$ cat src/common/rom_check_consts.svh
`ifndef ROM_CHECK_CONSTS_SVH
`define ROM_CHECK_CONSTS_SVH

// Number of 32-bit words in the ROM image
`define ROM_DEPTH 32

// The top words of the ROM hold the expected digest, one word per hash lane
`define TOP_COUNT 4

// Word address width, enough to reach ROM_DEPTH-1
`define ROM_AW 5

// Additive constant applied on every absorb step
`define HASH_ADD 32'h9e3779b9

// Left rotation applied to a lane after the word is mixed in
`define HASH_ROT 5

// Lane j starts at this value plus j
`define HASH_IV 32'h6a09e667

`endif

$ cat src/common/rom_check_pkg.sv
`include "rom_check_consts.svh"

package rom_check_pkg;

  // One word as it comes out of the ROM
  typedef logic [31:0] rom_word_t;

  // A word address into the ROM
  typedef logic [`ROM_AW-1:0] rom_addr_t;

  // Index of one digest word among the TOP_COUNT top words
  typedef logic [1:0] top_idx_t;

  // The full digest, word 0 sits in the least significant bits
  typedef logic [`TOP_COUNT*32-1:0] digest_t;

  // Checker FSM states
  // The codes are the nonzero words of a linear code with minimum weight 3, so any two states
  // are at least three bit flips apart and a single flip always lands on an illegal code
  typedef enum logic [5:0] {
    ReadingLow  = 6'b100110,
    ReadingHigh = 6'b010101,
    RomAhead    = 6'b001011,
    HashAhead   = 6'b110011,
    Checking    = 6'b101101,
    Done        = 6'b011110,
    Invalid     = 6'b111000
  } fsm_state_e;

endpackage

$ cat src/design/rom_check_counter.sv
`include "rom_check_consts.svh"

module rom_check_counter
  import rom_check_pkg::*;
(
  input  logic      clk_i,
  input  logic      rst_ni,
  input  logic      data_rdy_i,
  output logic      read_req_o,
  output rom_addr_t read_addr_o,
  output rom_addr_t data_addr_o,
  output logic      last_low_o,
  output logic      done_o
);

  localparam rom_addr_t LastAddr = rom_addr_t'(`ROM_DEPTH - 1);
  localparam rom_addr_t LastLow  = rom_addr_t'(`ROM_DEPTH - `TOP_COUNT - 1);

  // addr_q is the next address to read, it parks on the last address once every word has gone
  rom_addr_t addr_q;
  logic      all_issued_q;

  // Address of the word the ROM is returning in this cycle, and whether there is one at all
  rom_addr_t data_addr_q;
  logic      data_vld_q;
  logic      done_q;

  // A read goes out on every cycle the consumer can take the answer
  assign read_req_o = data_rdy_i && !all_issued_q;

  always_ff @(posedge clk_i or negedge rst_ni) begin
    if (!rst_ni) begin
      addr_q       <= '0;
      all_issued_q <= 1'b0;
      data_addr_q  <= '0;
      data_vld_q   <= 1'b0;
      done_q       <= 1'b0;
    end else begin
      data_vld_q <= read_req_o;
      if (read_req_o) begin
        data_addr_q <= addr_q;
        if (addr_q == LastAddr) begin
          all_issued_q <= 1'b1;
        end else begin
          addr_q <= addr_q + 1'b1;
        end
      end
      // Sticky, rises the cycle after the final word comes back
      if (data_vld_q && data_addr_q == LastAddr) begin
        done_q <= 1'b1;
      end
    end
  end

  assign read_addr_o = addr_q;
  assign data_addr_o = data_addr_q;
  assign last_low_o  = data_vld_q && (data_addr_q == LastLow);
  assign done_o      = done_q;

  // The sweep only moves forward until it has finished
  addr_monotonic_a : assert property (
    @(posedge clk_i) disable iff (!rst_ni)
    !done_q |=> (addr_q >= $past(addr_q))
  );

endmodule

$ cat src/rom_check_fsm/rom_check_fsm.sv
`include "rom_check_consts.svh"

module rom_check_fsm
  import rom_check_pkg::*;
(
  input  logic      clk_i,
  input  logic      rst_ni,

  // Address counter
  input  logic      ctr_done_i,
  input  logic      ctr_last_low_i,
  input  logic      ctr_read_req_i,
  input  rom_addr_t ctr_data_addr_i,
  output logic      ctr_data_rdy_o,

  // Word stream towards the hash engine
  input  logic      hash_rdy_i,
  output logic      hash_vld_o,
  output logic      hash_last_o,

  // Hash result strobe
  input  logic      hash_done_i,

  // Compare block
  input  logic      cmp_done_i,
  output logic      cmp_start_o,

  // Expected digest words snooped from the ROM read stream
  output logic      exp_vld_o,
  output top_idx_t  exp_idx_o,

  // Status
  output logic      done_o,
  output logic      bus_sel_o,
  output logic      alert_o
);

  // First address of the expected digest at the top of the ROM
  localparam rom_addr_t TopStart = rom_addr_t'(`ROM_DEPTH - `TOP_COUNT);

  // The state graph is a straight line apart from one race branch
  // ReadingLow streams the low words into the hash engine
  // ReadingHigh reads the top words while the hash is still running
  // RomAhead means the sweep has finished first and we wait for the hash
  // HashAhead means the hash has finished first and the sweep is still going
  // Checking runs the word by word comparison
  // Done is terminal, Invalid is terminal and raises the alert
  fsm_state_e state_d, state_q;
  logic       fsm_alert;

  always_comb begin
    state_d   = state_q;
    fsm_alert = 1'b0;

    unique case (state_q)
      ReadingLow: begin
        // Move on once the last low word has actually been handed over
        if (ctr_last_low_i && hash_vld_o && hash_rdy_i) begin
          state_d = ReadingHigh;
        end
      end

      ReadingHigh: begin
        unique case ({hash_done_i, ctr_done_i})
          2'b01:   state_d = RomAhead;
          2'b10:   state_d = HashAhead;
          2'b11:   state_d = Checking;
          default: state_d = ReadingHigh;
        endcase
      end

      RomAhead: begin
        if (hash_done_i) begin
          state_d = Checking;
        end
      end

      HashAhead: begin
        if (ctr_done_i) begin
          state_d = Checking;
        end
      end

      Checking: begin
        if (cmp_done_i) begin
          state_d = Done;
        end
      end

      Done: begin
        state_d = Done;
      end

      default: begin
        // Covers Invalid and every illegal code a glitch could leave behind
        fsm_alert = 1'b1;
        state_d   = Invalid;
      end
    endcase

    // A done strobe that arrives in the wrong state means the control flow was disturbed
    // The counter must also hold its done flag for good once we sit in Done
    if ((cmp_done_i && !(state_q inside {Checking, Done})) ||
        (ctr_done_i && state_q == ReadingLow) ||
        (hash_done_i && !(state_q inside {ReadingHigh, RomAhead})) ||
        (state_q == Done && !ctr_done_i)) begin
      state_d = Invalid;
    end
  end

  always_ff @(posedge clk_i or negedge rst_ni) begin
    if (!rst_ni) begin
      state_q <= ReadingLow;
    end else begin
      state_q <= state_d;
    end
  end

  // Data from the ROM is valid one cycle after each request
  logic data_vld_q;

  always_ff @(posedge clk_i or negedge rst_ni) begin
    if (!rst_ni) begin
      data_vld_q <= 1'b0;
    end else begin
      data_vld_q <= ctr_read_req_i;
    end
  end

  // Hash stream valid
  // Each read issued in ReadingLow produces one word for the hash next cycle, and the word leaves
  // as soon as the hash shows ready
  logic hash_vld_d, hash_vld_q;

  always_comb begin
    hash_vld_d = hash_vld_q;
    if (hash_rdy_i) begin
      hash_vld_d = 1'b0;
    end
    if (ctr_read_req_i && state_q == ReadingLow) begin
      hash_vld_d = 1'b1;
    end
  end

  always_ff @(posedge clk_i or negedge rst_ni) begin
    if (!rst_ni) begin
      hash_vld_q <= 1'b0;
    end else begin
      hash_vld_q <= hash_vld_d;
    end
  end

  assign hash_vld_o  = hash_vld_q;
  assign hash_last_o = ctr_last_low_i;

  // In ReadingLow a read only goes out when the hash is ready and idle, so the returning word is
  // taken on the very next cycle while the ROM still presents it
  // The top words are not hashed, so they are read back to back
  assign ctr_data_rdy_o = (state_q == ReadingLow && hash_rdy_i && !hash_vld_q) ||
                          (state_q inside {ReadingHigh, HashAhead});

  // Expected digest words are the top words returning while the sweep is still running
  rom_addr_t rel_addr;

  assign rel_addr  = ctr_data_addr_i - TopStart;
  assign exp_vld_o = data_vld_q && (state_q inside {ReadingHigh, HashAhead});
  assign exp_idx_o = rel_addr[1:0];

  // Kick the compare block off when the FSM moves into Checking
  logic cmp_start_q;

  always_ff @(posedge clk_i or negedge rst_ni) begin
    if (!rst_ni) begin
      cmp_start_q <= 1'b0;
    end else begin
      cmp_start_q <= (state_q != Checking) && (state_d == Checking);
    end
  end

  assign cmp_start_o = cmp_start_q;

  // The checker owns the ROM until it reaches Done
  assign done_o    = (state_q == Done);
  assign bus_sel_o = (state_q == Done);
  assign alert_o   = fsm_alert;

  // The counter flags the last low word, this FSM must already be presenting it as valid
  last_implies_valid_a : assert property (
    @(posedge clk_i) disable iff (!rst_ni || state_q == Invalid)
    hash_last_o |-> hash_vld_o
  );

  // Once the low part has been hashed, there is no path back into ReadingLow
  no_return_low_a : assert property (
    @(posedge clk_i) disable iff (!rst_ni)
    (state_q != ReadingLow) |=> (state_q != ReadingLow)
  );

endmodule

$ cat src/design/rom_check_hash.sv
`include "rom_check_consts.svh"

module rom_check_hash
  import rom_check_pkg::*;
(
  input  logic      clk_i,
  input  logic      rst_ni,
  input  logic      vld_i,
  input  logic      last_i,
  input  rom_word_t data_i,
  output logic      rdy_o,
  output logic      done_o,
  output digest_t   digest_o
);

  function automatic rom_word_t rotl(input rom_word_t x, input int unsigned n);
    rotl = (x << n) | (x >> (32 - n));
  endfunction

  // Low word k goes into lane k mod 4
  rom_word_t lane_q [`TOP_COUNT];
  top_idx_t  lane_idx_q;

  logic rdy_q;
  logic last_seen_q;
  logic fin_q;
  logic done_q;
  logic accept;

  assign accept = vld_i && rdy_q;

  always_ff @(posedge clk_i or negedge rst_ni) begin
    if (!rst_ni) begin
      for (int j = 0; j < `TOP_COUNT; j++) begin
        lane_q[j] <= `HASH_IV + 32'(j);
      end
      lane_idx_q  <= '0;
      rdy_q       <= 1'b0;
      last_seen_q <= 1'b0;
      fin_q       <= 1'b0;
      done_q      <= 1'b0;
    end else begin
      // Ready drops for one cycle after each word and stays low for good after the last one
      rdy_q  <= !accept && !last_seen_q;
      fin_q  <= accept && last_i;
      done_q <= fin_q;

      if (accept) begin
        lane_q[lane_idx_q] <= rotl(lane_q[lane_idx_q] ^ data_i, `HASH_ROT) + `HASH_ADD;
        lane_idx_q         <= lane_idx_q + 1'b1;
        if (last_i) begin
          last_seen_q <= 1'b1;
        end
      end

      // Finalize mixes each lane with its right neighbour using the old values
      if (fin_q) begin
        for (int j = 0; j < `TOP_COUNT; j++) begin
          lane_q[j] <= lane_q[j] ^ rotl(lane_q[(j + 1) % `TOP_COUNT], 11);
        end
      end
    end
  end

  assign rdy_o  = rdy_q;
  assign done_o = done_q;

  always_comb begin
    for (int j = 0; j < `TOP_COUNT; j++) begin
      digest_o[j*32 +: 32] = lane_q[j];
    end
  end

  // Upstream must stop offering words once the last one has been absorbed
  no_word_after_last_a : assert property (
    @(posedge clk_i) disable iff (!rst_ni)
    last_seen_q |-> !vld_i
  );

endmodule

$ cat src/design/rom_check_compare.sv
`include "rom_check_consts.svh"

module rom_check_compare
  import rom_check_pkg::*;
(
  input  logic      clk_i,
  input  logic      rst_ni,
  input  logic      exp_vld_i,
  input  top_idx_t  exp_idx_i,
  input  rom_word_t exp_data_i,
  input  logic      digest_vld_i,
  input  digest_t   digest_i,
  input  logic      start_i,
  output logic      done_o,
  output logic      good_o
);

  localparam top_idx_t LastIdx = top_idx_t'(`TOP_COUNT - 1);

  // Expected words from the top of the ROM and the words the hash computed
  rom_word_t exp_q [`TOP_COUNT];
  rom_word_t dig_q [`TOP_COUNT];

  always_ff @(posedge clk_i) begin
    if (exp_vld_i) begin
      exp_q[exp_idx_i] <= exp_data_i;
    end
    if (digest_vld_i) begin
      for (int j = 0; j < `TOP_COUNT; j++) begin
        dig_q[j] <= digest_i[j*32 +: 32];
      end
    end
  end

  // One word is compared per cycle, so done lands TOP_COUNT+1 cycles after start
  logic     running_q;
  top_idx_t idx_q;
  logic     match_q;
  logic     match_d;
  logic     done_q;
  logic     good_q;

  assign match_d = match_q && (exp_q[idx_q] == dig_q[idx_q]);

  always_ff @(posedge clk_i or negedge rst_ni) begin
    if (!rst_ni) begin
      running_q <= 1'b0;
      idx_q     <= '0;
      match_q   <= 1'b0;
      done_q    <= 1'b0;
      good_q    <= 1'b0;
    end else begin
      done_q <= 1'b0;
      if (start_i) begin
        running_q <= 1'b1;
        idx_q     <= '0;
        match_q   <= 1'b1;
      end else if (running_q) begin
        match_q <= match_d;
        idx_q   <= idx_q + 1'b1;
        if (idx_q == LastIdx) begin
          running_q <= 1'b0;
          done_q    <= 1'b1;
          good_q    <= match_d;
        end
      end
    end
  end

  assign done_o = done_q;
  assign good_o = good_q;

endmodule

$ cat src/design/rom_check_top.sv
module rom_check_top
  import rom_check_pkg::*;
(
  input  logic      clk_i,
  input  logic      rst_ni,
  input  rom_word_t rom_data_i,
  output logic      rom_req_o,
  output rom_addr_t rom_addr_o,
  output digest_t   digest_o,
  output logic      digest_vld_o,
  output logic      done_o,
  output logic      good_o,
  output logic      bus_sel_o,
  output logic      alert_o
);

  // Counter to FSM
  logic      ctr_done, ctr_last_low, ctr_read_req, ctr_data_rdy;
  rom_addr_t ctr_read_addr, ctr_data_addr;

  // FSM to hash stream and hash result
  logic      hash_vld, hash_last, hash_rdy, hash_done;
  digest_t   hash_digest;

  // FSM to compare
  logic      cmp_start, cmp_done, cmp_good;
  logic      exp_vld;
  top_idx_t  exp_idx;

  rom_check_counter i_counter (
    .clk_i       (clk_i),
    .rst_ni      (rst_ni),
    .data_rdy_i  (ctr_data_rdy),
    .read_req_o  (ctr_read_req),
    .read_addr_o (ctr_read_addr),
    .data_addr_o (ctr_data_addr),
    .last_low_o  (ctr_last_low),
    .done_o      (ctr_done)
  );

  rom_check_fsm i_fsm (
    .clk_i           (clk_i),
    .rst_ni          (rst_ni),
    .ctr_done_i      (ctr_done),
    .ctr_last_low_i  (ctr_last_low),
    .ctr_read_req_i  (ctr_read_req),
    .ctr_data_addr_i (ctr_data_addr),
    .ctr_data_rdy_o  (ctr_data_rdy),
    .hash_rdy_i      (hash_rdy),
    .hash_vld_o      (hash_vld),
    .hash_last_o     (hash_last),
    .hash_done_i     (hash_done),
    .cmp_done_i      (cmp_done),
    .cmp_start_o     (cmp_start),
    .exp_vld_o       (exp_vld),
    .exp_idx_o       (exp_idx),
    .done_o          (done_o),
    .bus_sel_o       (bus_sel_o),
    .alert_o         (alert_o)
  );

  // ROM data feeds both the hash and the expected digest store
  rom_check_hash i_hash (
    .clk_i    (clk_i),
    .rst_ni   (rst_ni),
    .vld_i    (hash_vld),
    .last_i   (hash_last),
    .data_i   (rom_data_i),
    .rdy_o    (hash_rdy),
    .done_o   (hash_done),
    .digest_o (hash_digest)
  );

  rom_check_compare i_compare (
    .clk_i        (clk_i),
    .rst_ni       (rst_ni),
    .exp_vld_i    (exp_vld),
    .exp_idx_i    (exp_idx),
    .exp_data_i   (rom_data_i),
    .digest_vld_i (hash_done),
    .digest_i     (hash_digest),
    .start_i      (cmp_start),
    .done_o       (cmp_done),
    .good_o       (cmp_good)
  );

  assign rom_req_o    = ctr_read_req;
  assign rom_addr_o   = ctr_read_addr;
  assign digest_o     = hash_digest;
  assign digest_vld_o = hash_done;
  assign good_o       = cmp_good;

endmodule

$ cat config.mk
export PLATFORM = sky130hd
export DESIGN_NAME = rom_check_top
export DESIGN_NICKNAME = d
export VERILOG_FILES = /design/src/common/rom_check_pkg.sv /design/src/design/rom_check_counter.sv /design/src/rom_check_fsm/rom_check_fsm.sv /design/src/design/rom_check_hash.sv /design/src/design/rom_check_compare.sv /design/src/design/rom_check_top.sv
export VERILOG_INCLUDE_DIRS = /design/src /design/src/common
export SDC_FILE = /design/constraint.sdc
export NUM_CORES = 1
export LEC_CHECK = 0
export BUFFER_PORTS_ARGS = -buffer_cell sky130_fd_sc_hd__buf_2
export CORE_UTILIZATION = 55
export CTS_BUF_LIST = sky130_fd_sc_hd__clkbuf_16
export CTS_CLUSTER_DIAMETER = 60
export DETAILED_ROUTE_END_ITERATION = 10
export GPL_TIMING_DRIVEN = 1
export PLACE_DENSITY = 0.72
export SLEW_MARGIN = 20
export SYNTH_ARGS = -nofsm -noshare
export SYNTH_HDL_FRONTEND = slang
export SYNTH_SLANG_ARGS = --single-unit
$ cat constraint.sdc
create_clock -name clk_i -period 5.5 [get_ports clk_i]
set_input_delay 1.375 -clock clk_i [delete_from_list [all_inputs] [get_ports clk_i]]
set_output_delay 1.375 -clock clk_i [all_outputs]
set_load 0.02 [all_outputs]
==> results.toml <==
[run_status]
status = "completed"

[detailed_routing]
vias_per_cell = 6.25
wl_per_cell_um = 27.6
ant_nets = 0
vias = 13500
first_pass_iters = 5
drt_iter0_markers = 1450
drc = 0
wl_mm = 59.9

[yosys]
syn_area_mm2 = 0.0196
syn_avg_cell_area_um2 = 13.1
synth_edf_count = 256
synth.top_cell.area_share = 0.392
yosysMostFrequentCell = "edfxtp_1"
netlist_instances = 1492
syn_nets = 1538
synth-seq-cells = 417
synth_cell_types = 63
ys_seq_area_frac = 0.602
async_flop_share = 0.386
synth_area_leader_cell = "edfxtp_1"
yosysWarnings = 0
synth_area_leaders = "edfxtp_1 (39%), dfrtp_1 (13%), dfstp_2 (8.4%)"
synth.top_cells.by_count = "edfxtp_1 (256), xor2_1 (167), xnor2_1 (148)"
synth_top_flop_cell = "edfxtp_1"

[power]
p_leak_nw = 7.99
total_power_mw = 6.55
power_density_mw_per_mm2 = 292
irDropWorstVdd_v = 0.000215

[critical_path]
end_kind = "primary output"
reg2reg_to = "i_hash.digest_o[24]"
critPathTopFamily = "simple AND/OR/NAND/NOR gates"
cp_cell_sequence = "or3b_2, nor3_1, buf_4, nand3_1, a21oi_1, buf_2"
cpPeakStageDelay_ns = 0.69
required_ns = 4.12
cp.arrival_ns = 3.00
crit_path_top_delay_cell = "a21oi_1"
path_class = "reg -> out"
r2r_setup_slack_ns = 1.49
critPathBufInv = 2
crit_path_start_kind = "register"
r2r_start = "i_hash.lane_idx_q[1]"
path_max_fanout = 10
worstRegToRegCells = 9

[place]
dp_slack_ns = 1.56
dp.final_hpwl_mm = 41.4
place_congestion = 0.972
io_buffers = 172

[clock_tree]
h-tree-depth = 2
cts_buffers = 43
cts-resized-gates = 0
cts_setup_buffers = 0
cts_tree = "built"
clkSinkCount = 417
path_clk_slew_ns = 0.06
cts_root_buf = "clkbuf_16"
ctsHoldBuffers = 0
clk_latency_ns = 0.55
clk_path_buf_depth = 3

[final_layout]
nFillCells = 2621
syn_to_final_growth_pct = 14.4
layout-drive-gt1-share = 0.229
nNetsFinal = 1724
diodes = 0

[floorplan]
die-area_mm2 = 0.0364
die_w_um = 191
coreArea_mm2 = 0.0348
io_pins = 173
std_cell_rows = 68
start_util = 0.563
die_h_um = 191

[min_path]
hold_start = "i_hash.last_seen_q"
min_to = "i_hash.rdy_o"
min_path_cells = 1
hold_class = "reg -> reg"

[global_route]
grt_use_total = 0.337
overflow = 0
antenna_found_initial = 1
grt_first_pass_wirelength_mm = 88.3
grt_start_max_net_pins = 99
grt_pass1_vias = 13000

[timing]
fin_crit_sh = 0.795
setup_viol = 0
worst_pin_slew_ns = 1.05
worst_clock_skew_ns = 0.0181
fin_tns_setup_ns = 0
finalWorstSetupSlack_ns = 1.13
rsz0062_at_grt = "no"
max_slew_margin = 0.301
finalHoldViolCount = 0
fmax_ghz = 0.229
period_needed_ns = 4.37
report.final.slew_viol_count = 0

[job]
maxCapViolCount = 0
-- logic make-up after synthesis --
logic type / count (synthesis) / synth area share
buffers and inverters: 70 / 0.0151
adder cells (fa/ha/maj): 12 / 0.00766
AO/OA/AOI/OAI: 297 / 0.0918
AND/OR/NAND/NOR: 325 / 0.0909
XOR/XNOR: 320 / 0.146
flip-flops: 417 / 0.602
multiplexers: 51 / 0.0468
-- cell usage in the layout, fill, tap and decap left out, types with 13 or more instances in the layout --
cell type,count
a211oi_1,28
a21oi_1,121
a22oi_1,20
buf_2,171
buf_4,28
clkbuf_16,44
dfrtp_1,95
dfstp_2,63
edfxtp_1,256
inv_1,17
mux2i_1,13
mux4_2,32
nand2_1,75
nand3_1,28
nand4_1,21
nor2_1,53
nor3b_1,65
nor4_1,15
o21ai_0,73
o21ai_1,13
xnor2_1,148
xor2_1,167
-- routing by layer --
layer,up-vias,GRT usage,share of wire
met2,787,0.518,0.46
met3,136,0.0545,0.099
met4,2,0.119,0.038
li1,5857,-,-
met5,-,0,0.00022
met1,6753,0.487,0.40
-- through the flow --
stage	cell area, um2	hold slack [ns]	std cells	utilization
after CTS	22400	0.414	2167	0.645
after global routing	22400	0.438	2167	0.645
after floorplan	19600	0.396	1492	-
after detailed placement	21000	0.404	2088	0.605
final	22400	0.413	2167	0.645
after global placement	21000	0.409	2088	0.605
-- where the power goes --
| group | leakage (nW) | total, mW | switching, mW | internal [mW] |
|---|---|---|---|---|
| logic | 3.03 | 0.293 | 0.201 | 0.0921 |
| registers | 4.25 | 3.38 | 0.0421 | 3.34 |
| clock network | 0.709 | 2.88 | 1.23 | 1.65 |
-- worst reg2reg max path: cells and delay by family (launching register included) --
kind,cells,cell delay (ns)
simple gates,2,0.56
xor+xnor,1,0.36
flops,1,0.81
compound gates,4,1.28
buf+inv,1,0.51
mux,1,0.39
-- flip-flops by register name, summed over array words and instances, names as in the netlist --
register / count
i_counter.done_o: 1
i_compare.idx_q: 2
i_counter.read_addr_o: 5
i_compare.exp_q: 128
i_fsm.hash_vld_o: 1
i_compare.match_q: 1
i_counter.data_addr_o: 5
i_hash.lane_idx_q: 2
i_fsm.cmp_start_o: 1
i_hash.rdy_o: 1
i_compare.running_q: 1
i_hash.digest_o: 128
i_hash.done_o: 1
i_fsm.data_vld_q: 1
i_compare.done_o: 1
i_counter.all_issued_q: 1
i_compare.dig_q: 128
i_fsm.state_q: 6
i_compare.good_o: 1
i_hash.last_seen_q: 1
i_hash.fin_q: 1
-- final cells by class --
cell class              count  area, um2  share of cell area
clock inverters            35        288              0.0128
inverters                  10       37.5             0.00167
clock buffers              44       1100              0.0491
multi-input cells        1005       7540               0.336
well taps                 455        569              0.0254
flip-flops and latches    417      11800               0.526
repair buffers            201       1100              0.0489
-- how the worst max path moves through the flow --
stage	start	endpoint	slack (ns)	depth (start not counted)
after floorplan	i_hash.done_o	i_fsm.cmp_start_o	0.93	5
after global placement	rom_data_i[27]	i_hash.digest_o[56]	1.59	11
after detailed placement	rom_data_i[27]	i_hash.digest_o[20]	1.56	11
after CTS	i_fsm.state_q[5]	rom_req_o	1.14	6
after global routing	i_fsm.state_q[1]	rom_req_o	0.96	5
final	i_fsm.state_q[5]	rom_req_o	1.13	6
Power figures use the tool's default switching activity.
